File: config.mk
export PLATFORM = sky130hd
export DESIGN_NAME = ex_result_mux
export DESIGN_NICKNAME = d
export VERILOG_FILES = /design/src/verilog/ex_pkg.sv /design/src/verilog/ex_result_mux.sv
export SDC_FILE = /design/constraint.sdc
export NUM_CORES = 1
export LEC_CHECK = 0
export BUFFER_PORTS_ARGS = -buffer_cell sky130_fd_sc_hd__buf_2
export CORE_AREA = 2 2 122 124
export CTS_BUF_LIST = sky130_fd_sc_hd__clkbuf_4 sky130_fd_sc_hd__clkbuf_8
export DETAILED_ROUTE_END_ITERATION = 8
export DIE_AREA = 0 0 124 126
export SETUP_SLACK_MARGIN = 0.3
export SKIP_CTS_REPAIR_TIMING = 1
export SYNTH_ARGS = -nofsm -noshare
export SYNTH_HDL_FRONTEND = slang
export SYNTH_SLANG_ARGS = --single-unit
File: constraint.sdc
create_clock -name clk -period 2.5 [get_ports clk]
set_input_delay 0.5 -clock clk [delete_from_list [all_inputs] [get_ports clk]]
set_output_delay 0.5 -clock clk [all_outputs]
set_load 0.02 [all_outputs]
File: src/verilog/ex_pkg.sv
package ex_pkg;

    // register word and hi/lo pair widths
    localparam int WORD_W     = 32;
    localparam int DWORD_W    = 64;

    // register number and shift amount
    localparam int REG_ADDR_W = 5;
    localparam int SHAMT_W    = 5;

    // executed operations, aluop encoding of the decode stage
    typedef enum logic [7:0] {
        EXE_NOP_OP   = 8'b0000_0000,
        // bitwise logic
        EXE_AND_OP   = 8'b0010_0100,
        EXE_OR_OP    = 8'b0010_0101,
        EXE_XOR_OP   = 8'b0010_0110,
        EXE_NOR_OP   = 8'b0010_0111,
        // shifts
        EXE_SLL_OP   = 8'b0111_1100,
        EXE_SRL_OP   = 8'b0000_0010,
        EXE_SRA_OP   = 8'b0000_0011,
        // add / sub, with and without trap on overflow
        EXE_ADD_OP   = 8'b0010_0000,
        EXE_ADDU_OP  = 8'b0010_0001,
        EXE_SUB_OP   = 8'b0010_0010,
        EXE_SUBU_OP  = 8'b0010_0011,
        // set on less than
        EXE_SLT_OP   = 8'b0010_1010,
        EXE_SLTU_OP  = 8'b0010_1011,
        // conditional moves and hi/lo access
        EXE_MOVZ_OP  = 8'b0000_1010,
        EXE_MOVN_OP  = 8'b0000_1011,
        EXE_MFHI_OP  = 8'b0001_0000,
        EXE_MTHI_OP  = 8'b0001_0001,
        EXE_MFLO_OP  = 8'b0001_0010,
        EXE_MTLO_OP  = 8'b0001_0011,
        // multiplies
        EXE_MULT_OP  = 8'b0001_1000,
        EXE_MULTU_OP = 8'b0001_1001,
        EXE_MUL_OP   = 8'b1010_1001
    } alu_op_e;

    // result classes picked by the output mux
    typedef enum logic [2:0] {
        EXE_RES_NONE  = 3'b000,
        EXE_RES_LOGIC = 3'b001,
        EXE_RES_SHIFT = 3'b010,
        EXE_RES_MOVE  = 3'b011,
        EXE_RES_ARITH = 3'b100,
        EXE_RES_MUL   = 3'b101
    } alu_sel_e;

endpackage

File: src/verilog/ex_result_mux.sv
module ex_result_mux (
    input  logic                              clk,
    input  logic                              rst_n_i,
    input  logic                              valid_i,
    input  ex_pkg::alu_op_e                   aluop_i,
    input  logic [ex_pkg::WORD_W-1:0]         reg1_i,
    input  logic [ex_pkg::WORD_W-1:0]         reg2_i,
    input  logic [ex_pkg::REG_ADDR_W-1:0]     wd_i,
    input  logic                              wreg_i,
    input  logic [ex_pkg::WORD_W-1:0]         logic_i,
    input  logic [ex_pkg::WORD_W-1:0]         arith_i,
    input  logic                              ovf_i,
    input  logic [ex_pkg::DWORD_W-1:0]        prod_s_i,
    input  logic [ex_pkg::WORD_W-1:0]         hi_i,
    input  logic [ex_pkg::WORD_W-1:0]         lo_i,
    output logic                              valid_o,
    output logic [ex_pkg::WORD_W-1:0]         wdata_o,
    output logic [ex_pkg::REG_ADDR_W-1:0]     wd_o,
    output logic                              wreg_o,
    output logic                              ovf_o
);

    import ex_pkg::*;

    alu_sel_e          sel;
    logic [WORD_W-1:0] move_word;
    logic [WORD_W-1:0] wdata_d;
    logic              rt_zero;
    logic              mov_cancel;
    logic              wreg_d;

    // result class follows from the opcode
    always_comb
    begin
        case (aluop_i)
            EXE_AND_OP, EXE_OR_OP, EXE_XOR_OP, EXE_NOR_OP:
                sel = EXE_RES_LOGIC;
            EXE_SLL_OP, EXE_SRL_OP, EXE_SRA_OP:
                sel = EXE_RES_SHIFT;
            EXE_ADD_OP, EXE_ADDU_OP, EXE_SUB_OP, EXE_SUBU_OP, EXE_SLT_OP, EXE_SLTU_OP:
                sel = EXE_RES_ARITH;
            EXE_MOVZ_OP, EXE_MOVN_OP, EXE_MFHI_OP, EXE_MFLO_OP:
                sel = EXE_RES_MOVE;
            EXE_MUL_OP:
                sel = EXE_RES_MUL;
            default:
                sel = EXE_RES_NONE;
        endcase
    end

    // move class, rs for the conditional moves
    always_comb
    begin
        case (aluop_i)
            EXE_MFHI_OP: move_word = hi_i;
            EXE_MFLO_OP: move_word = lo_i;
            default:     move_word = reg1_i;
        endcase
    end

    // logic and shift share one unit output
    always_comb
    begin
        case (sel)
            EXE_RES_LOGIC, EXE_RES_SHIFT: wdata_d = logic_i;
            EXE_RES_ARITH:                wdata_d = arith_i;
            EXE_RES_MOVE:                 wdata_d = move_word;
            EXE_RES_MUL:                  wdata_d = prod_s_i[WORD_W-1:0];
            default:                      wdata_d = '0;
        endcase
    end

    // MOVZ needs rt zero, MOVN needs rt non-zero
    assign rt_zero    = (reg2_i == '0);
    assign mov_cancel = ((aluop_i == EXE_MOVZ_OP) && !rt_zero) ||
                        ((aluop_i == EXE_MOVN_OP) && rt_zero);

    // trapped overflow also kills the write
    assign wreg_d = wreg_i && !ovf_i && !mov_cancel;

    // single output stage
    always_ff @(posedge clk or negedge rst_n_i)
    begin
        if (!rst_n_i)
        begin
            valid_o <= 1'b0;
            wreg_o  <= 1'b0;
            ovf_o   <= 1'b0;
            wdata_o <= '0;
            wd_o    <= '0;
        end
        else
        begin
            // flags drop on idle cycles
            valid_o <= valid_i;
            wreg_o  <= valid_i && wreg_d;
            ovf_o   <= valid_i && ovf_i;
            // data held until the next valid op
            if (valid_i)
            begin
                wdata_o <= wdata_d;
                wd_o    <= wd_i;
            end
        end
    end

endmodule

==> results.json <==
{
  "worst_ir_drop_vdd_uv": 198,
  "cellPowerDensity_nw_per_um2": 380,
  "groute.usage.overall_pct": 17.9,
  "fraction_of_final_layout_cells_sized_beyond_drive_strength_1_pct": 55.1,
  "die_h_um": 126,
  "buffer_ports.inserted": 281,
  "floorplan.rows": 44,
  "fin_worst_hold_slack_ps": 331,
  "ys_types": 33,
  "timing_worst_setup_path_type": "input port to flop",
  "setup_viol_count_final": 0,
  "grt_first_pass_wirelength_um": 21600,
  "worst-endpoint-arrival_ps": 2080,
  "wl_per_cell_um": 18.0,
  "timing_max_transition_violations_final": 0,
  "final_cell_mix": "buf_2, dfrtp_1, nand2_1",
  "core-area_um2": 14300,
  "clock_tree.root_cell": "clkbuf_8",
  "finalHoldViolations": 0,
  "synth_seq_cells": 40,
  "drt.antenna.violating_nets": 0,
  "grt_overflow_total": 0,
  "synth_top_area_share_pct": 32.6,
  "synthesized_netlist_cell_count": 342,
  "endpoint_kind": "flop",
  "postLayoutCoreUtil_pct": 34.3,
  "min_period_over_period_pct": 76.8,
  "yosys.area.top_type": "dfrtp_1",
  "route.detailed.vias_per_inst": 5.00,
  "skew_final_ps": 0,
  "synthTopCellsByArea": "dfrtp_1, a221oi_1, a311oi_1",
  "design.die.area_um2": 15600,
  "grt_setup_unrepaired": "no",
  "die_width_um": 124,
  "vias_in_the_first_global_route": 4085,
  "cts_max_path_buffers": 2,
  "timing.setup.tns_ps": 0,
  "layout.cells.most_common": "buf_2",
  "clk_pin_slew_worst_paths_ps": 80,
  "finish.net_count": 890,
  "pre_cts_ws_ps": 257,
  "routed_wirelength_um": 14400,
  "count_of_cells_along_the_worst_register_to_register_path": 3,
  "critical_path.startpoint_type": "input port",
  "clock_sinks": 40,
  "area_added_between_synthesis_and_finish_pct": 60.1,
  "worst-endpoint-required_ps": 2660,
  "drt_iter0_markers": 170,
  "syn-cell-area_um2": 3070,
  "status": "completed",
  "cts-buffers-inserted": 5,
  "layout.cells.non_filler": 802,
  "firstDrtPassIters": 4,
  "drc_errors": 0,
  "critical_path_peak_fanout": 30,
  "ios": 314,
  "syn_area_per_cell_um2": 8.98,
  "slew_headroom_pct": 34.8,
  "hpwl_um": 11000,
  "worstHoldPathType": "input port to asynchronous set/reset pin",
  "leakagePower_nw": 2.36,
  "initial_core_util_pct": 21.5,
  "placedCellCount": 793,
  "ys_seq_area_share_pct": 32.6,
  "clk_latency_ps": 300,
  "tritoncts": "done",
  "grt_start_max_net_pins": 41,
  "htree_num_levels": 2,
  "max_cap_violations": 0,
  "fillCellCount": 1546,
  "layout_min_cycle_time_ps": 1920,
  "final.setup.worst_slack_ps": 580,
  "max_clock_freq_ghz": 0.521,
  "yosys_warnings": 0,
  "finalWeightedCongestion": 0.776,
  "route.vias.total": 4011,
  "grt_antenna_before_repair": 1,
  "synth_nets": 616,
  "tightest_slew_ps": 978
}
-- layout make-up --
cell class	instances	area, um^2	area share [%]
repair buffers	302	1600	32.6
well taps	184	230	4.68
multi-input cells	264	1910	38.8
clock inverters	3	90.1	1.83
inverters	3	11.3	0.229
clock buffers	5	68.8	1.40
flip-flops and latches	40	1000	20.4
diodes	1	2.50	0.0509
-- through the flow --
stage	total power, mW	area, um^2
4_1_cts	1.90	4910
2_1_floorplan	0.850	3070
6_report	1.87	4910
5_1_grt	1.96	4910
3_5_place_dp	1.12	4750
3_3_place_gp	1.12	4750
-- cells in the mapped netlist --
cell / number
dfrtp_1: 40
nand2_1: 35
nor2_1: 34
a221oi_1: 32
a311oi_1: 32
nand3_1: 32
mux2_2: 23
a22o_1: 18
clkbuf_1: 18
mux2i_1: 14
o2bb2ai_1: 14
buf_2: 13
nor4_1: 8
and2_1: 3
buf_4: 3
inv_1: 3
nand4_1: 2
nor3_1: 2
nor4b_1: 2
a211oi_1: 1
a211oi_2: 1
a21bo_2: 1
a21o_1: 1
a311o_2: 1
and3_1: 1
and4_1: 1
and4b_1: 1
buf_1: 1
nand2b_1: 1
nand4b_1: 1
nor3b_4: 1
nor4b_2: 1
xnor2_1: 1
-- flip-flops by register name, summed over array words and instances, names as in the netlist --
signal	flops
ovf_o	1
valid_o	1
wdata_o	32
wreg_o	1
wd_o	5
-- kinds of logic (layout without fill, tap and decap cells) --
kind of cell | Yosys count | count (layout) | synth area share [%]
other | 0 | 1 | 0
DFF | 40 | 40 | 32.6
xor gates and xnor gates | 1 | 1 | 0.285
muxes | 37 | 37 | 13.0
AOI/OAI and AO/OA | 101 | 101 | 29.0
buffers and inverters | 38 | 313 | 5.54
and+or+nand+nor | 125 | 125 | 19.6
-- routing by layer --
| layer | vias up | wire length, um | GRT usage (%) |
|---|---|---|---|
| met2 | 174 | 7240 | 31.6 |
| li1 | 1912 | - | - |
| met1 | 1910 | 6010 | 22.3 |
| met3 | 15 | 958 | 2.85 |
| met4 | 0 | 204 | 5.02 |
| met5 | - | 0 | 0 |
-- power by group --
| group | internal (mW) | switching [mW] |
|---|---|---|
| Sequential | 0.663 | 0.00938 |
| Clock | 0.500 | 0.257 |
| Combinational | 0.230 | 0.207 |
| Total | 1.39 | 0.473 |
-- critical path, stage by stage --
cell and delay, ps:
buf_2 130, and4b_1 210, and2_2 220, a311o_2 430, nor3b_4 260, buf_12 240, a311oi_1 70
-- final timing paths --
check | from | to | slack [ps]
setup / recovery | aluop_i[1] | wdata_o[27] | 580
hold reg to reg | wd_o[3] | wd_o[3] | 510
setup reg to reg | wdata_o[27] | wdata_o[27] | 1310
max in group asynchronous | rst_n_i | wdata_o[31] | 1540
hold / removal | rst_n_i | wdata_o[27] | 330
min in group clk | ovf_i | wreg_o | 370
Power figures use the tool's default switching activity.
