## src/verilog/ex_pkg.sv

```systemverilog
package ex_pkg;

    // register word and hi/lo pair widths
    localparam int WORD_W     = 32;
    localparam int DWORD_W    = 64;

    // register number and shift amount
    localparam int REG_ADDR_W = 5;
    localparam int SHAMT_W    = 5;

    // executed operations, aluop encoding of the decode stage
    typedef enum logic [7:0] {
        EXE_NOP_OP   = 8'b0000_0000,
        // bitwise logic
        EXE_AND_OP   = 8'b0010_0100,
        EXE_OR_OP    = 8'b0010_0101,
        EXE_XOR_OP   = 8'b0010_0110,
        EXE_NOR_OP   = 8'b0010_0111,
        // shifts
        EXE_SLL_OP   = 8'b0111_1100,
        EXE_SRL_OP   = 8'b0000_0010,
        EXE_SRA_OP   = 8'b0000_0011,
        // add / sub, with and without trap on overflow
        EXE_ADD_OP   = 8'b0010_0000,
        EXE_ADDU_OP  = 8'b0010_0001,
        EXE_SUB_OP   = 8'b0010_0010,
        EXE_SUBU_OP  = 8'b0010_0011,
        // set on less than
        EXE_SLT_OP   = 8'b0010_1010,
        EXE_SLTU_OP  = 8'b0010_1011,
        // conditional moves and hi/lo access
        EXE_MOVZ_OP  = 8'b0000_1010,
        EXE_MOVN_OP  = 8'b0000_1011,
        EXE_MFHI_OP  = 8'b0001_0000,
        EXE_MTHI_OP  = 8'b0001_0001,
        EXE_MFLO_OP  = 8'b0001_0010,
        EXE_MTLO_OP  = 8'b0001_0011,
        // multiplies
        EXE_MULT_OP  = 8'b0001_1000,
        EXE_MULTU_OP = 8'b0001_1001,
        EXE_MUL_OP   = 8'b1010_1001
    } alu_op_e;

    // result classes picked by the output mux
    typedef enum logic [2:0] {
        EXE_RES_NONE  = 3'b000,
        EXE_RES_LOGIC = 3'b001,
        EXE_RES_SHIFT = 3'b010,
        EXE_RES_MOVE  = 3'b011,
        EXE_RES_ARITH = 3'b100,
        EXE_RES_MUL   = 3'b101
    } alu_sel_e;

endpackage

```

## src/verilog/ex_arith.sv

```systemverilog
module ex_arith (
    input  ex_pkg::alu_op_e               aluop_i,
    input  logic [ex_pkg::WORD_W-1:0]     reg1_i,
    input  logic [ex_pkg::WORD_W-1:0]     reg2_i,
    output logic [ex_pkg::WORD_W-1:0]     result_o,
    output logic                          ovf_o
);

    import ex_pkg::*;

    logic [WORD_W-1:0] sum;
    logic [WORD_W-1:0] diff;
    logic              ovf_add;
    logic              ovf_sub;
    logic              lt_s;
    logic              lt_u;

    // shared adder and subtractor, wrap around
    assign sum  = reg1_i + reg2_i;
    assign diff = reg1_i - reg2_i;

    // add overflows when equal signs give the other sign
    assign ovf_add = (reg1_i[WORD_W-1] == reg2_i[WORD_W-1]) &&
                     (sum[WORD_W-1] != reg1_i[WORD_W-1]);

    // sub overflows when opposite signs flip the minuend sign
    assign ovf_sub = (reg1_i[WORD_W-1] != reg2_i[WORD_W-1]) &&
                     (diff[WORD_W-1] != reg1_i[WORD_W-1]);

    // signed and unsigned order
    assign lt_s = $signed(reg1_i) < $signed(reg2_i);
    assign lt_u = reg1_i < reg2_i;

    // only ADD and SUB report overflow
    assign ovf_o = ((aluop_i == EXE_ADD_OP) && ovf_add) ||
                   ((aluop_i == EXE_SUB_OP) && ovf_sub);

    always_comb
    begin
        case (aluop_i)
            EXE_ADD_OP, EXE_ADDU_OP:
            begin
                result_o = sum;
            end
            EXE_SUB_OP, EXE_SUBU_OP:
            begin
                result_o = diff;
            end
            // compare result is 0 or 1
            EXE_SLT_OP:
            begin
                result_o = {{(WORD_W-1){1'b0}}, lt_s};
            end
            EXE_SLTU_OP:
            begin
                result_o = {{(WORD_W-1){1'b0}}, lt_u};
            end
            default:
            begin
                result_o = '0;
            end
        endcase
    end

endmodule

```

## config.mk

```make
export PLATFORM = sky130hd
export DESIGN_NAME = ex_arith
export DESIGN_NICKNAME = d
export VERILOG_FILES = /design/src/verilog/ex_pkg.sv /design/src/verilog/ex_arith.sv
export SDC_FILE = /design/constraint.sdc
export NUM_CORES = 1
export LEC_CHECK = 0
export BUFFER_PORTS_ARGS = -buffer_cell sky130_fd_sc_hd__clkbuf_2
export CORE_ASPECT_RATIO = 1.25
export CORE_UTILIZATION = 50
export DETAILED_ROUTE_END_ITERATION = 10
export GPL_ROUTABILITY_DRIVEN = 0
export GPL_TIMING_DRIVEN = 0
export PLACE_DENSITY = 0.77
export SETUP_SLACK_MARGIN = 0.02
export SYNTH_ARGS = -nofsm -noshare
export SYNTH_HDL_FRONTEND = slang
export SYNTH_SLANG_ARGS = --single-unit
```

## constraint.sdc

```tcl
create_clock -name vclk -period 3.28
set_input_delay 0 -clock vclk [all_inputs]
set_output_delay 0 -clock vclk [all_outputs]
set_load 0.05 [all_outputs]
```

==> flow_summary.yaml, run 1 <==
yosys:
  yosysSeqAreaShare_pct: 0
  ys_types: 68
  synth_top_cell_by_area: "ha_1"
  synth_area_leaders: "ha_1 (20%), a21oi_1 (8.6%), nor2_1 (6.6%), inv_1 (6.5%), xnor2_1 (4.1%)"
  yosysMostFrequentCell: "nor2_1"
  syn_nets: 735
  yosys_warnings: 0
  synth_top_area_share_pct: 20.5
  syn_area_per_cell_um2: 6.44
  syn_inst: 598
  synth_area_um2: 3850
  synthTopCellsByCount: "nor2_1 (68), inv_1 (67), a21oi_1 (66)"
route:
  drtIter0Drc: 484
  drc: 0
  vias: 5096
  dr.pass1.iters: 7
  viasPerCell: 6.42
  wl_um: 13200
  wl_per_cell_um: 16.6
  drtAntennaViolNets: 0
worst_setup_path:
  crit_path_frequent_cell: "or4_4"
  worstSetupPathType: "in2out"
  crit_fanout: 9
  worst_setup_path_start_kind: "input port"
  slowest_delay_ps: 560
  path_depth: 13
  critPathSlowestCell: "or4_4"
  crit_buf_inv: 4
  crit_chain: "clkbuf_2 > inv_1 > ha_1 > buf_6 > or4_4 > or4_4 > a2111oi_4 > o21ai_2 > a31oi_4 > a2111oi_2 > a211oi_2 > mux2i_1 > clkbuf_4"
  arrival_ps: 3150
  required_ps: 3280
  end_kind: "output port"
  crit_family: "compound AO/OA/AOI/OAI gates"
clocking:
  postCtsSetupBuffers: 0
sta:
  slew_headroom_pct: 50.9
  finalSetupViolCount: 0
  rsz0062_at_grt: "no"
  fin_crit_sh_pct: 95.9
  slew_violations: 0
  finalCriticalPeriod_ps: 3150
  fin_setup_tns_ps: 0
  fmax_mhz: 318
  hold_viol_final: 0
  worst_slew_pin_slew_ps: 736
  whs_ps: 489
global_route:
  grt_max_degree: 11
  track_usage_pct: 32.1
  grt_pass1_wl_um: 21000
  grt_antenna_before_repair: 0
  grt_pass1_vias: 4635
  grt_overflow_total: 0
pwr:
  p_int_mw: 0.295
  ir_worst_vdd_mv: 0.0890
  leakage_nw: 2.16
  pwr-share-comb_pct: 100.0
  sequentialPowerShare_pct: 0
  p_switching_mw: 0.477
  clkPwrFrac_pct: 0
  powerDensity_nw_per_um2: 171
  switching_share_pct: 61.8
cells_and_area:
  nFlopsAndLatches: 0
  areaGrowthSynthToFinish_pct: 17.4
  fin_cells: 794
  drive_gt1_share_pct: 18.2
  regArea_um2: 0
  num-nets-final: 841
  fin_util_pct: 61.1
  clkbuf_count: 0
  antennaDiodeCount: 0
floorplan:
  core_um2: 7400
  die-height_um: 100
  start_util_pct: 52.0
  io_pins: 105
  die_w_um: 80.5
  num_rows: 35
  die_area_um2: 8060
placed_design:
  placed_cells: 794
  dp_hpwl_um: 10400
  portBuffers: 104
min_path:
  hold_class: "in2out"
  min_path_cells: 4
job:
  cap_violations: 0
run_status:
  outcome: "complete, no violations"
layer usage:
metal,up-vias,track usage (%),share of wire (%),wire length (um)
met5,-,0,0,0
met4,0,15.9,5.4,718
met3,87,3.36,8.9,1170
met2,358,57.3,49,6460
met1,2264,37.2,37,4860
li1,2387,-,-,-
cell families (layout without fill, tap and decap cells):
kind of cell	count (synthesis)	count (layout)	share of synthesized area (%)
and+or+nand+nor	201	201	25.7
xor gates and xnor gates	21	21	4.78
adders and majority gates	65	65	21.5
muxes	4	4	1.04
buffers and inverters	94	198	9.65
AOI/OAI and AO/OA	213	213	37.3
area by class of cell:
cell class	count	area, um^2
Fill cell	720	2880
Timing Repair Buffer	104	523
Buffer	27	120
Multi-Input combinational cell	504	3510
Inverter	67	251
Tap cell	92	115
worst paths after layout:
path / start / to / slack (ps)
max: reg2_i[20] / result_o[29] / 130
min: aluop_i[5] / result_o[0] / 490
power groups by stage:
stage / registers (mW) / logic, mW / clock network (mW)
floorplan: 0 / 0.543 / 0
global placement: 0 / 0.725 / 0
detailed placement: 0 / 0.736 / 0
CTS: 0 / 0.743 / 0
global route: 0 / 0.839 / 0
finish: 0 / 0.771 / 0
cell usage in the layout (no fill, tap or decap), drive strengths merged, types with 3 or more instances in the layout:
cell     instances
a221o            3
o211ai          10
nand2b           4
nor2b           13
or3              4
and3             6
nor2            68
buf              4
a21o            11
nor3            26
inv             67
clkbuf         127
nand3           12
nor4             7
nand2           35
xor2             3
a211oi          16
or4              4
o2111ai          3
mux2i            4
o21bai           8
nand3b           3
a21oi           66
ha              63
a2111oi          6
o21ai           38
nand4            8
or2              3
o21a             8
xnor2           18
nor3b            3
and2             3
a31oi           12
o31ai           10
per-stage QoR:
| stage | setup WS, ps | total power [mW] | cell area (um^2) |
|---|---|---|---|
| floorplan | 70.8 | 0.543 | 3860 |
| global placement | 110 | 0.725 | 4490 |
| detailed placement | 98.0 | 0.736 | 4490 |
| CTS | 86.0 | 0.743 | 4490 |
| global route | 19.7 | 0.839 | 4520 |
| finish | 134 | 0.771 | 4520 |
what timing repair did:
item,4_1_cts,5_1_grt
hold buffers,0,0
setup endpoints to repair,0,7
gates resized for setup,0,6
Note: power is estimated with default switching activity, not from simulation.
==> run 2, diff against run 1 <==
--- a/config.mk
+++ b/config.mk
@@ -5,13 +5,14 @@
 export SDC_FILE = /design/constraint.sdc
 export NUM_CORES = 1
 export LEC_CHECK = 0
+export ABC_AREA = 1
 export BUFFER_PORTS_ARGS = -buffer_cell sky130_fd_sc_hd__clkbuf_2
 export CORE_ASPECT_RATIO = 1.25
 export CORE_UTILIZATION = 50
 export DETAILED_ROUTE_END_ITERATION = 10
 export GPL_ROUTABILITY_DRIVEN = 0
 export GPL_TIMING_DRIVEN = 0
-export PLACE_DENSITY = 0.77
+export PLACE_DENSITY = 0.75
 export SETUP_SLACK_MARGIN = 0.02
 export SYNTH_ARGS = -nofsm -noshare
 export SYNTH_HDL_FRONTEND = slang
==> constraint.sdc (replaced) <==
create_clock -name vclk -period 3.28
set_input_delay 0 -clock vclk [all_inputs]
set_output_delay 0 -clock vclk [all_outputs]
set_load 0.1 [all_outputs]
==> run 2 against run 1 <==
Against the previous run: count of clock-buffer cells in the layout is the same; area after synthesis grew 21%; core utilization shrank 0.85 points; power grew 13%; global-route usage grew 0.34 points; flip-flop and latch count is the same; hold slack gained 150 ps; critical endpoint is now result_o[16]; highest routed layer unchanged.
==> flow_summary.yaml, run 2 <==
route:
  vias: 6131
  dr.pass1.iters: 6
  wl_um: 15700
  viasPerCell: 5.48
  wl_per_cell_um: 14.0
  drc: 0
  drtIter0Drc: 422
  drtAntennaViolNets: 0
yosys:
  synth_area_leaders: "nand2_1 (20%), ha_1 (17%), inv_1 (10%), a21oi_1 (8.9%), nor2_1 (8.6%)"
  synth_top_area_share_pct: 19.6
  ys_types: 40
  yosysMostFrequentCell: "nand2_1"
  yosysSeqAreaShare_pct: 0
  synthTopCellsByCount: "nand2_1 (242), inv_1 (126), nor2_1 (106)"
  syn_nets: 1031
  syn_inst: 894
  yosys_warnings: 0
  synth_area_um2: 4650
  syn_area_per_cell_um2: 5.20
  synth_top_cell_by_area: "nand2_1"
pwr:
  switching_share_pct: 67.3
  clkPwrFrac_pct: 0
  ir_worst_vdd_mv: 0.0751
  leakage_nw: 2.98
  p_int_mw: 0.284
  sequentialPowerShare_pct: 0
  powerDensity_nw_per_um2: 163
  pwr-share-comb_pct: 100.0
  p_switching_mw: 0.585
sta:
  fin_setup_tns_ps: 0
  finalCriticalPeriod_ps: 2550
  worst_slew_pin_slew_ps: 735
  fmax_mhz: 392
  rsz0062_at_grt: "no"
  hold_viol_final: 0
  slew_headroom_pct: 51.0
  slew_violations: 0
  fin_crit_sh_pct: 77.8
  finalSetupViolCount: 0
cells_and_area:
  clkbuf_count: 0
  nFlopsAndLatches: 0
  drive_gt1_share_pct: 15.9
  antennaDiodeCount: 0
  regArea_um2: 0
  num-nets-final: 1138
  final_cell_mix: "nand2_1 (242), inv_1 (126), nor2_1 (106)"
  fin_cells: 1119
  fin_area_um2: 5330
  final_common_cell: "nand2_1"
  areaGrowthSynthToFinish_pct: 14.7
worst_setup_path:
  required_ps: 3280
  worstSetupPathType: "in2out"
  arrival_ps: 2550
  crit_start: "reg1_i[0]"
  crit_path_end: "result_o[16]"
  crit_fanout: 4
  worst_setup_path_start_kind: "input port"
  end_kind: "output port"
floorplan:
  start_util_pct: 52.5
  io_pins: 105
  die_area_um2: 9680
  num_rows: 38
  core_um2: 8840
  die_w_um: 88.2
  die-height_um: 110
min_path:
  hold_class: "in2out"
clocking:
  postCtsHoldBufs: 0
  postCtsSetupBuffers: 0
  cts_resized: 0
global_route:
  grt_pass1_wl_um: 24700
  grt_antenna_before_repair: 0
  track_usage_pct: 32.4
  grt_overflow_total: 0
  grt_pass1_vias: 5493
  grt_max_degree: 11
placed_design:
  dp_hpwl_um: 13500
  portBuffers: 105
  postPlaceCellArea_um2: 5330
  placed_cells: 1119
job:
  cap_violations: 0
run_status:
  outcome: "complete, no violations"
==> run 2: cells by family after synthesis <==
| kind of cell | synth area share, % |
|---|---|
| AOI/OAI and AO/OA | 23.6 |
| xor gates and xnor gates | 1.32 |
| adders and majority gates | 17.8 |
| buffers and inverters | 14.2 |
| and+or+nand+nor | 43.0 |
==> run 2: per-layer routing <==
layer | vias to the layer above | track usage (%) | routed length (um)
met3 | 60 | 1.73 | 1110
met5 | - | 0 | 0
met1 | 2657 | 38.7 | 6180
li1 | 3121 | - | -
met2 | 293 | 56.5 | 7360
met4 | 0 | 19.2 | 1020
==> run 2: worst min-delay path by stage <==
stage / start / endpoint / slack [ps] / cells after the start
floorplan: reg1_i[31] / ovf_o / 620 / 3
global placement: reg1_i[31] / ovf_o / 630 / 5
detailed placement: reg1_i[31] / ovf_o / 650 / 5
CTS: reg1_i[31] / ovf_o / 650 / 5
global route: reg1_i[31] / ovf_o / 660 / 5
finish: reg1_i[31] / ovf_o / 640 / 5
==> run 2: power groups by stage <==
stage	clock (mW)	sequential [mW]	combinational [mW]
5_1_grt	0	0	0.965
2_1_floorplan	0	0	0.617
4_1_cts	0	0	0.851
3_3_place_gp	0	0	0.839
6_report	0	0	0.869
3_5_place_dp	0	0	0.846
==> run 2: through the flow <==
stage / setup WS, ps / power [mW] / hold WS [ps] / util, %
final: 728 / 0.869 / 643 / 60.2
after global routing: 574 / 0.965 / 664 / 60.2
after CTS: 785 / 0.851 / 647 / 60.2
after detailed placement: 787 / 0.846 / 647 / 60.2
after global placement: 757 / 0.839 / 632 / 60.2
after floorplan: 52.3 / 0.617 / 622 / -
==> run 2: layout make-up <==
cell class         instances  area, um^2
fillers                  988        3520
repair buffers           105         526
multi-input cells        740        3990
plain buffers             19         154
inverters                135         508
well taps                120         150
==> run 2: worst max-delay path, cell delays in order <==
cell and delay [ps]:
clkbuf_2 90, ha_1 240, inv_1 110, fa_1 390
inv_1 80, nand2_2 60, a21oi_2 220, inv_1 100
o21ai_2 210, nand2_1 100, nand2_2 100, nand2_1 60
nand2_1 70, nor2_1 40, o21ai_1 190, clkbuf_2 490
