--- config.mk ---
export PLATFORM = sky130hd
export DESIGN_NAME = ex_logic_shift
export DESIGN_NICKNAME = d
export VERILOG_FILES = /design/src/verilog/ex_pkg.sv /design/src/verilog/ex_logic_shift.sv
export SDC_FILE = /design/constraint.sdc
export NUM_CORES = 1
export LEC_CHECK = 0
export BUFFER_PORTS_ARGS = -buffer_cell sky130_fd_sc_hd__clkbuf_2
export CORE_MARGIN = 3
export CORE_UTILIZATION = 35
export DETAILED_ROUTE_END_ITERATION = 8
export PLACE_DENSITY_LB_ADDON = 0.25
export SKIP_LAST_GASP = 1
export SLEW_MARGIN = 10
export SYNTH_ARGS = -nofsm -noshare
export SYNTH_HDL_FRONTEND = slang
export SYNTH_SLANG_ARGS = --single-unit
--- constraint.sdc ---
create_clock -name vclk -period 2.31
set_clock_uncertainty 0.05 [all_clocks]
set_input_delay 0.1155 -clock vclk [all_inputs]
set_output_delay 0.1155 -clock vclk [all_outputs]
set_load 0.01 [all_outputs]
--- src/verilog/ex_pkg.sv ---
package ex_pkg;

    // register word and hi/lo pair widths
    localparam int WORD_W     = 32;
    localparam int DWORD_W    = 64;

    // register number and shift amount
    localparam int REG_ADDR_W = 5;
    localparam int SHAMT_W    = 5;

    // executed operations, aluop encoding of the decode stage
    typedef enum logic [7:0] {
        EXE_NOP_OP   = 8'b0000_0000,
        // bitwise logic
        EXE_AND_OP   = 8'b0010_0100,
        EXE_OR_OP    = 8'b0010_0101,
        EXE_XOR_OP   = 8'b0010_0110,
        EXE_NOR_OP   = 8'b0010_0111,
        // shifts
        EXE_SLL_OP   = 8'b0111_1100,
        EXE_SRL_OP   = 8'b0000_0010,
        EXE_SRA_OP   = 8'b0000_0011,
        // add / sub, with and without trap on overflow
        EXE_ADD_OP   = 8'b0010_0000,
        EXE_ADDU_OP  = 8'b0010_0001,
        EXE_SUB_OP   = 8'b0010_0010,
        EXE_SUBU_OP  = 8'b0010_0011,
        // set on less than
        EXE_SLT_OP   = 8'b0010_1010,
        EXE_SLTU_OP  = 8'b0010_1011,
        // conditional moves and hi/lo access
        EXE_MOVZ_OP  = 8'b0000_1010,
        EXE_MOVN_OP  = 8'b0000_1011,
        EXE_MFHI_OP  = 8'b0001_0000,
        EXE_MTHI_OP  = 8'b0001_0001,
        EXE_MFLO_OP  = 8'b0001_0010,
        EXE_MTLO_OP  = 8'b0001_0011,
        // multiplies
        EXE_MULT_OP  = 8'b0001_1000,
        EXE_MULTU_OP = 8'b0001_1001,
        EXE_MUL_OP   = 8'b1010_1001
    } alu_op_e;

    // result classes picked by the output mux
    typedef enum logic [2:0] {
        EXE_RES_NONE  = 3'b000,
        EXE_RES_LOGIC = 3'b001,
        EXE_RES_SHIFT = 3'b010,
        EXE_RES_MOVE  = 3'b011,
        EXE_RES_ARITH = 3'b100,
        EXE_RES_MUL   = 3'b101
    } alu_sel_e;

endpackage

--- src/verilog/ex_logic_shift.sv ---
module ex_logic_shift (
    input  ex_pkg::alu_op_e               aluop_i,
    input  logic [ex_pkg::WORD_W-1:0]     reg1_i,
    input  logic [ex_pkg::WORD_W-1:0]     reg2_i,
    output logic [ex_pkg::WORD_W-1:0]     result_o
);

    import ex_pkg::*;

    // shift amount comes from rs low bits
    logic [SHAMT_W-1:0] shamt;

    assign shamt = reg1_i[SHAMT_W-1:0];

    always_comb
    begin
        case (aluop_i)
            // plain bitwise ops
            EXE_AND_OP:
            begin
                result_o = reg1_i & reg2_i;
            end
            EXE_OR_OP:
            begin
                result_o = reg1_i | reg2_i;
            end
            EXE_XOR_OP:
            begin
                result_o = reg1_i ^ reg2_i;
            end
            EXE_NOR_OP:
            begin
                result_o = ~(reg1_i | reg2_i);
            end
            // rt is the shifted value
            EXE_SLL_OP:
            begin
                result_o = reg2_i << shamt;
            end
            EXE_SRL_OP:
            begin
                result_o = reg2_i >> shamt;
            end
            // sign bit replicated from the top
            EXE_SRA_OP:
            begin
                result_o = $signed(reg2_i) >>> shamt;
            end
            default:
            begin
                result_o = '0;
            end
        endcase
    end

endmodule

==> results.toml, run 1 <==
[floorplanning]
pin_count = 104
dieArea_sq_um = 19500
die_w_um = 140
num_rows = 48
die_h_um = 140
core-area_sq_um = 17400
start_util_pct = 36.0

[cells_and_area]
layout_commonest_cell = "buf_4"
ff_latch_area_sq_um = 0
layout.nets = 1107
final_cell_mix = "buf_4 (141), clkbuf_2 (100), nand2_1 (72)"
syn2layout_area_growth_pct = 28.7
fin_util_pct = 46.3
drive_gt1_share_pct = 38.0
antennaDiodeCount = 0
n_sequential_cell = 0
clkbuf_count = 0

[sta]
fin_crit_ns = 2.29
fmax_mhz = 436
setup_ws_ns = 0.0181
period_share_pct = 99.2
hold_viol = 0
setup_viol = 0
slew_violations = 0
max_slew_margin_pct = 54.6
rsz0062_at_grt = "true"
worstMarginPinSlew_ns = 0.672

[synthesis]
synth-xor-area-share_pct = 0
syn-num-nets = 925
synth_compound_area_share_pct = 22.2
synth_top_family_by_area = "multiplexers"
ys_seq_area_share_pct = 0
synthAdderAreaFrac_pct = 13.2
avgSynthCellArea_sq_um = 7.94
synth-simple-area-share_pct = 17.0
syn_area_sq_um = 6250
muxShareOfSynthArea_pct = 37.7
yosys.cell_types.count = 68
yosys_warnings = 0
synth_cells = 787

[power]
p_per_area_nw_per_um2 = 192
seqPwrFrac_pct = 0
p_comb_share_pct = 100.0
power_w = 0.00155
sw_frac_of_total_pct = 54.5
clockPowerShare_pct = 0
p_switching_w = 0.000843
p_leak_nw = 3.76
p_int_w = 0.000704
vdd.ir_drop.worst_mv = 0.138

[critical_path]
required_ns = 2.14
worstPathArrival_ns = 2.13
worstSetupEndpointType = "primary output"
cp-start-kind = "primary input"
crit_type = "in -> out"
crit_fanout = 13

[route]
drt_iter0_markers = 1040
drc_errors = 0
viasPerCell = 6.27
vias = 7470
routedWlPerCell_um = 24.3
drt-total-wl_mm = 29.0
postRouteAntennaNets = 0
first_pass_iters = 7

[clock_network]
post_cts_buffers = 0

[global_route]
antenna_found_initial = 1
grt_max_degree = 61
grt_remaining_overflow = 0
grt_use_total_pct = 28.8
grt_pass1_wl_mm = 44.0
grt_pass1_vias = 7055

[min_path]
hold_path_class = "in -> out"

[placement]
dp_hpwl_mm = 24.0
gp_congestion = 1.08
port_buffers = 104
pre_cts_slack_ns = -0.0926

[outcome]
status = "complete, no violations"

[run]
maxCapViolations = 0
[stage by stage]
step | instance area (sq um) | instances | TNS (ns) | hold slack, ns
2_1_floorplan | 6250 | 787 | 0 | 0.490
3_3_place_gp | 7960 | 1192 | -0.659 | 0.865
3_5_place_dp | 7960 | 1192 | -0.444 | 0.861
4_1_cts | 7970 | 1192 | -0.0255 | 0.863
5_1_grt | 8040 | 1192 | -0.0279 | 0.894
6_report | 8040 | 1192 | 0 | 0.866
[what timing repair did]
action,CTS,global route
resized for setup,3,18
pin swaps,0,3
hold buffers,0,0
setup endpoints to repair,14,17
gates cloned,0,0
[worst paths after layout]
kind / start / end / slack, ns / cells after the start
min: reg1_i[4] / result_o[6] / 0.87 / 5
max: reg1_i[0] / result_o[12] / 0.02 / 10
[cells in the mapped netlist, drive strengths merged (4+ instances only)]
cell / n / share of area (%)
a211o: 4 / 0.56
a211oi: 21 / 2.5
a21oi: 38 / 3.0
a221oi: 4 / 0.66
a31oi: 6 / 0.60
and2: 8 / 0.80
and3: 4 / 0.40
buf: 41 / 3.8
clkbuf: 35 / 2.1
ha: 66 / 13
inv: 63 / 3.8
mux2: 33 / 5.9
mux2i: 69 / 11
mux4: 57 / 21
nand2: 72 / 4.3
nand2b: 8 / 0.80
nand3: 28 / 2.2
nand4: 7 / 0.70
nor2: 50 / 3.0
nor2b: 11 / 1.1
nor3: 15 / 1.2
nor4: 4 / 0.50
o2111ai: 5 / 0.70
o211ai: 28 / 3.4
o21ai: 39 / 3.1
o221ai: 7 / 0.98
o22a: 5 / 0.70
o22ai: 7 / 0.70
o32ai: 4 / 0.56
or2: 4 / 0.40
[cell type report]
class	count	area, sq um
timing repair buffer	256	1820
fill	1737	9320
tap	225	282
inverter	65	248
multi-input combinational	646	5690
[worst max-delay path, cell delays in order]
cell,delay [ns]
buf_8,0.14
buf_12,0.15
buf_4,0.17
mux2i_2,0.18
buf_4,0.18
mux4_2,0.50
nor3_2,0.17
nor3_1,0.08
o21ai_1,0.25
buf_2,0.19
[power by group through the flow]
stage | Combinational [W] | Clock (W) | Sequential [W]
4_1_cts | 0.00149 | 0 | 0
6_report | 0.00155 | 0 | 0
3_3_place_gp | 0.00148 | 0 | 0
5_1_grt | 0.00166 | 0 | 0
3_5_place_dp | 0.00148 | 0 | 0
2_1_floorplan | 0.000834 | 0 | 0
[cells by family after synthesis]
| logic type | count (synthesis) |
|---|---|
| simple gates | 222 |
| compound gates | 199 |
| mux | 159 |
| buf+inv | 141 |
| fa+ha+maj | 66 |
[layer usage]
metal	part of all wire, %	global-route usage [%]	up-vias
met4	3.9	7.60	2
met2	44	46.0	495
met5	0.041	0	-
met1	42	40.9	3520
met3	9.9	4.16	96
li1	-	-	3357
Note: power is estimated with default switching activity, not from simulation.
==> run 2: changes to the inputs <==
BUFFER_PORTS_ARGS = not set   (was -buffer_cell sky130_fd_sc_hd__clkbuf_2)
DONT_BUFFER_PORTS = 1   (was not set)
==> run 2 against run 1 <==
Against the previous run:
- via count down 12%
- hold slack worse by 0.51 ns
- cell area down 19%
- count of clock-buffer cells in the layout unchanged
- die area unchanged
- critical path type unchanged
- critical endpoint is now result_o[11]
- largest cell class unchanged
- highest routed layer is now met4
==> results.toml, run 2 (synthesis gave the netlist of run 1 again) <==
[clock_network]
ctsResizeCount = 0
post_cts_buffers = 0
cts_hold_buf = 0

[power]
sw_frac_of_total_pct = 51.2
clockPowerShare_pct = 0
p_leak_nw = 2.74
p_int_w = 0.000474
p_per_area_nw_per_um2 = 150
vdd.ir_drop.worst_mv = 0.0685
power_w = 0.000971
p_comb_share_pct = 100.0
seqPwrFrac_pct = 0
p_switching_w = 0.000497

[cells_and_area]
clkbuf_count = 0
ff_latch_area_sq_um = 0
syn2layout_area_growth_pct = 3.69
n_fill_cell = 1803
layout_commonest_cell = "nand2_1"
n_sequential_cell = 0
stdcell_area_sq_um = 6480
final_cell_mix = "nand2_1 (72), mux2i_1 (69), ha_1 (66)"
drive_gt1_share_pct = 18.4
antennaDiodeCount = 0
layout.nets = 892

[outcome]
status = "complete, no violations"

[floorplanning]
die_w_um = 140
num_rows = 48
dieArea_sq_um = 19500
pin_count = 104
start_util_pct = 36.0
die_h_um = 140
core-area_sq_um = 17400

[critical_path]
crit_path_top_delay_cell = "mux4_2"
required_ns = 2.14
crit_family = "multiplexers"
crit_fanout = 91
cp-start-kind = "primary input"
crit_type = "in -> out"
path_cells = "mux4_2 > mux2i_1 > o2bb2ai_1 > a222oi_1 > o21ai_0 > buf_4"
crit_buf_inv = 1
worstSetupEndpointType = "primary output"
critical_path.max_stage_delay_ns = 0.49
worstPathArrival_ns = 1.95

[global_route]
grt_max_degree = 112
grt_remaining_overflow = 0
grt_pass1_vias = 5962
antenna_found_initial = 0
grt_use_total_pct = 27.0
grt_pass1_wl_mm = 40.6

[min_path]
hold_path_class = "in -> out"

[route]
first_pass_iters = 5
drt-total-wl_mm = 27.6
drt_iter0_markers = 1012
viasPerCell = 6.73
routedWlPerCell_um = 28.2
postRouteAntennaNets = 0
vias = 6579
drc_errors = 0

[sta]
rsz0062_at_grt = "false"
hold_viol = 0
period_share_pct = 91.4
setup_viol = 0
slew_violations = 0
max_slew_margin_pct = 60.7
worstMarginPinSlew_ns = 0.573
fmax_mhz = 473
tns_ns = 0
fin_crit_ns = 2.11

[placement]
gp_congestion = 1.04
port_buffers = 0
postPlaceCellArea_sq_um = 6480
dp_hpwl_mm = 21.1

[run]
maxCapViolations = 0
## run 2: cell types whose count changed in the layout (fill, tap and decap cells not counted), sizes merged
cell,change
buf,-115
clkbuf,-100
clkinv,+1
clkinvlp,-1
## run 2: through the flow
stage | hold slack (ns) | utilization (%) | instances | setup WS [ns]
finish | 0.353 | 37.3 | 977 | 0.198
global route | 0.367 | 37.3 | 977 | 0.194
CTS | 0.358 | 37.3 | 977 | 0.293
detailed placement | 0.356 | 37.3 | 977 | 0.299
global placement | 0.353 | 37.3 | 977 | 0.291
floorplan | 0.490 | - | 787 | 0.0397
## run 2: layout make-up
class                      count  area [sq um]  area share [%]
multi-input combinational    646          5630            86.9
timing repair buffer          41           320            4.95
tap                          225           282            4.35
inverter                      65           244            3.77
## run 2: metal layers
metal  share of wire (%)  GRT usage (%)  vias up  wire length, um
met2                  43           40.9      475            11800
li1                    -              -     2925                -
met1                  41           38.6     3123            11200
met3                  13           7.01       56             3600
met5                   0              0        -                0
met4                 3.5           6.48        0              957
## run 2: path summary, 6_finish.rpt
check / depth (start not counted) / endpoint / startpoint
min: 1 / result_o[13] / reg1_i[4]
max: 6 / result_o[11] / reg1_i[0]
## run 2: power groups by stage
stage	registers [W]	logic [W]	clock network [W]
final	0	0.000971	0
after global routing	0	0.00104	0
after detailed placement	0	0.000942	0
after global placement	0	0.000949	0
after floorplan	0	0.000834	0
after CTS	0	0.000948	0
==> run 3: changes to the inputs <==
PLACE_DENSITY_LB_ADDON = not set   (was 0.25)
==> run 3 against run 2 <==
Against the previous run:
- die area is the same
- via count up 1.3%
- largest power group unchanged
- fmax shrank 2.1%
- non-clock buffer count is 6 higher
- first-iteration DRC count fell by 9.4%
- sequential share of layout area stayed put
- utilization grew 0.35 points
- setup slack worse by 0.044 ns
- cell area grew 0.93%
- global-route usage is 1.7 points higher
- wire length up 5.4%
- final cell count is 1.2% higher
==> results.toml, run 3 (synthesis gave the netlist of run 1 again) <==
[sta]
slew_violations = 0
rsz0062_at_grt = "false"
period_share_pct = 93.4
tns_ns = 0
setup_viol = 0
worstMarginPinSlew_ns = 0.693
hold_viol = 0
max_slew_margin_pct = 52.5
fin_crit_ns = 2.16
fmax_mhz = 464

[global_route]
grt_max_degree = 112
antenna_found_initial = 3
grt_use_total_pct = 28.7
grt_pass1_vias = 6264
grt_remaining_overflow = 0
grt_pass1_wl_mm = 42.6

[power]
p_leak_nw = 2.77
p_per_area_nw_per_um2 = 148
vdd.ir_drop.worst_mv = 0.0926
power_w = 0.000965

[critical_path]
worstPathArrival_ns = 1.99
cpMostUsedCell = "buf_4"
crit_path_top_delay_cell = "mux4_2"
required_ns = 2.14
worstSetupEndpointType = "primary output"
cp-start-kind = "primary input"
crit_family = "multiplexers"
path_depth = 7
path_cells = "mux4_2 > mux2i_1 > o2bb2ai_1 > a222oi_1 > buf_4 > o21ai_0 > buf_4"
crit_type = "in -> out"
crit_fanout = 91
critical_path.max_stage_delay_ns = 0.50
crit_buf_inv = 2

[cells_and_area]
n_sequential_cell = 0
syn2layout_area_growth_pct = 4.65
ff_latch_area_sq_um = 0
layout.nets = 898
final_cell_mix = "nand2_1 (72), mux2i_1 (69), ha_1 (66)"
n_fill_cell = 1819
stdcell_area_sq_um = 6540
fin_util_pct = 37.7
clkbuf_count = 0
drive_gt1_share_pct = 19.0
layout_commonest_cell = "nand2_1"
multi_input_area_sq_um = 5630

[clock_network]
cts_hold_buf = 0
ctsResizeCount = 0
post_cts_buffers = 0

[route]
routedWlPerCell_um = 29.4
drt-total-wl_mm = 29.0
vias = 6667
first_pass_iters = 6
viasPerCell = 6.74
drt_iter0_markers = 917
drc_errors = 0
postRouteAntennaNets = 0

[floorplanning]
dieArea_sq_um = 19500
die_w_um = 140
start_util_pct = 36.0
die_h_um = 140
num_rows = 48
pin_count = 104
core-area_sq_um = 17400

[min_path]
hold_end = "result_o[13]"
holdCritStartpoint = "reg1_i[4]"
hold_path_class = "in -> out"
min_delay_path_depth = 1

[placement]
port_buffers = 0
dp_hpwl_mm = 22.3
gp_congestion = 1.06
postPlaceCellArea_sq_um = 6520

[outcome]
status = "complete, no violations"

[run]
maxCapViolations = 0
run 3: cell count changes in the layout (fill, tap and decap cells not counted):
cell	delta
buf_4	+6
diode_2	+6
run 3: power by group:
part           switching [W]     internal, W
Sequential                 0               0
Combinational       0.000493        0.000473
Clock                      0  0.000000000354
Total               0.000493        0.000473
run 3: how the worst max path moves through the flow:
stage | startpoint | to | slack [ns]
after detailed placement | reg1_i[0] | result_o[11] | 0.22
final | reg1_i[0] | result_o[11] | 0.15
after CTS | reg1_i[0] | result_o[11] | 0.20
after global routing | reg1_i[0] | result_o[11] | 0.07
after global placement | reg1_i[0] | result_o[11] | 0.25
after floorplan | reg1_i[0] | result_o[4] | 0.04
run 3: metal layers:
metal  share of wire [%]  GRT usage (%)  up-vias
met5                   0              0        -
met4                 4.3           9.94        0
met3                  13           7.22       69
met2                  43           42.9      478
met1                  40           40.2     3175
li1                    -              -     2945
run 3: cell type report:
| cell class | instances | area share (%) |
|---|---|---|
| diodes | 6 | 0.230 |
| inverters | 65 | 3.73 |
| multi-input cells | 646 | 86.1 |
| well taps | 225 | 4.31 |
| repair buffers | 47 | 5.59 |
run 3: per-stage QoR:
step / worst slack, ns / instances / hold slack, ns
final: 0.153 / 989 / 0.368
after global routing: 0.0709 / 989 / 0.371
after CTS: 0.197 / 983 / 0.371
after detailed placement: 0.217 / 983 / 0.369
after global placement: 0.247 / 983 / 0.356
after floorplan: 0.0397 / 787 / 0.490
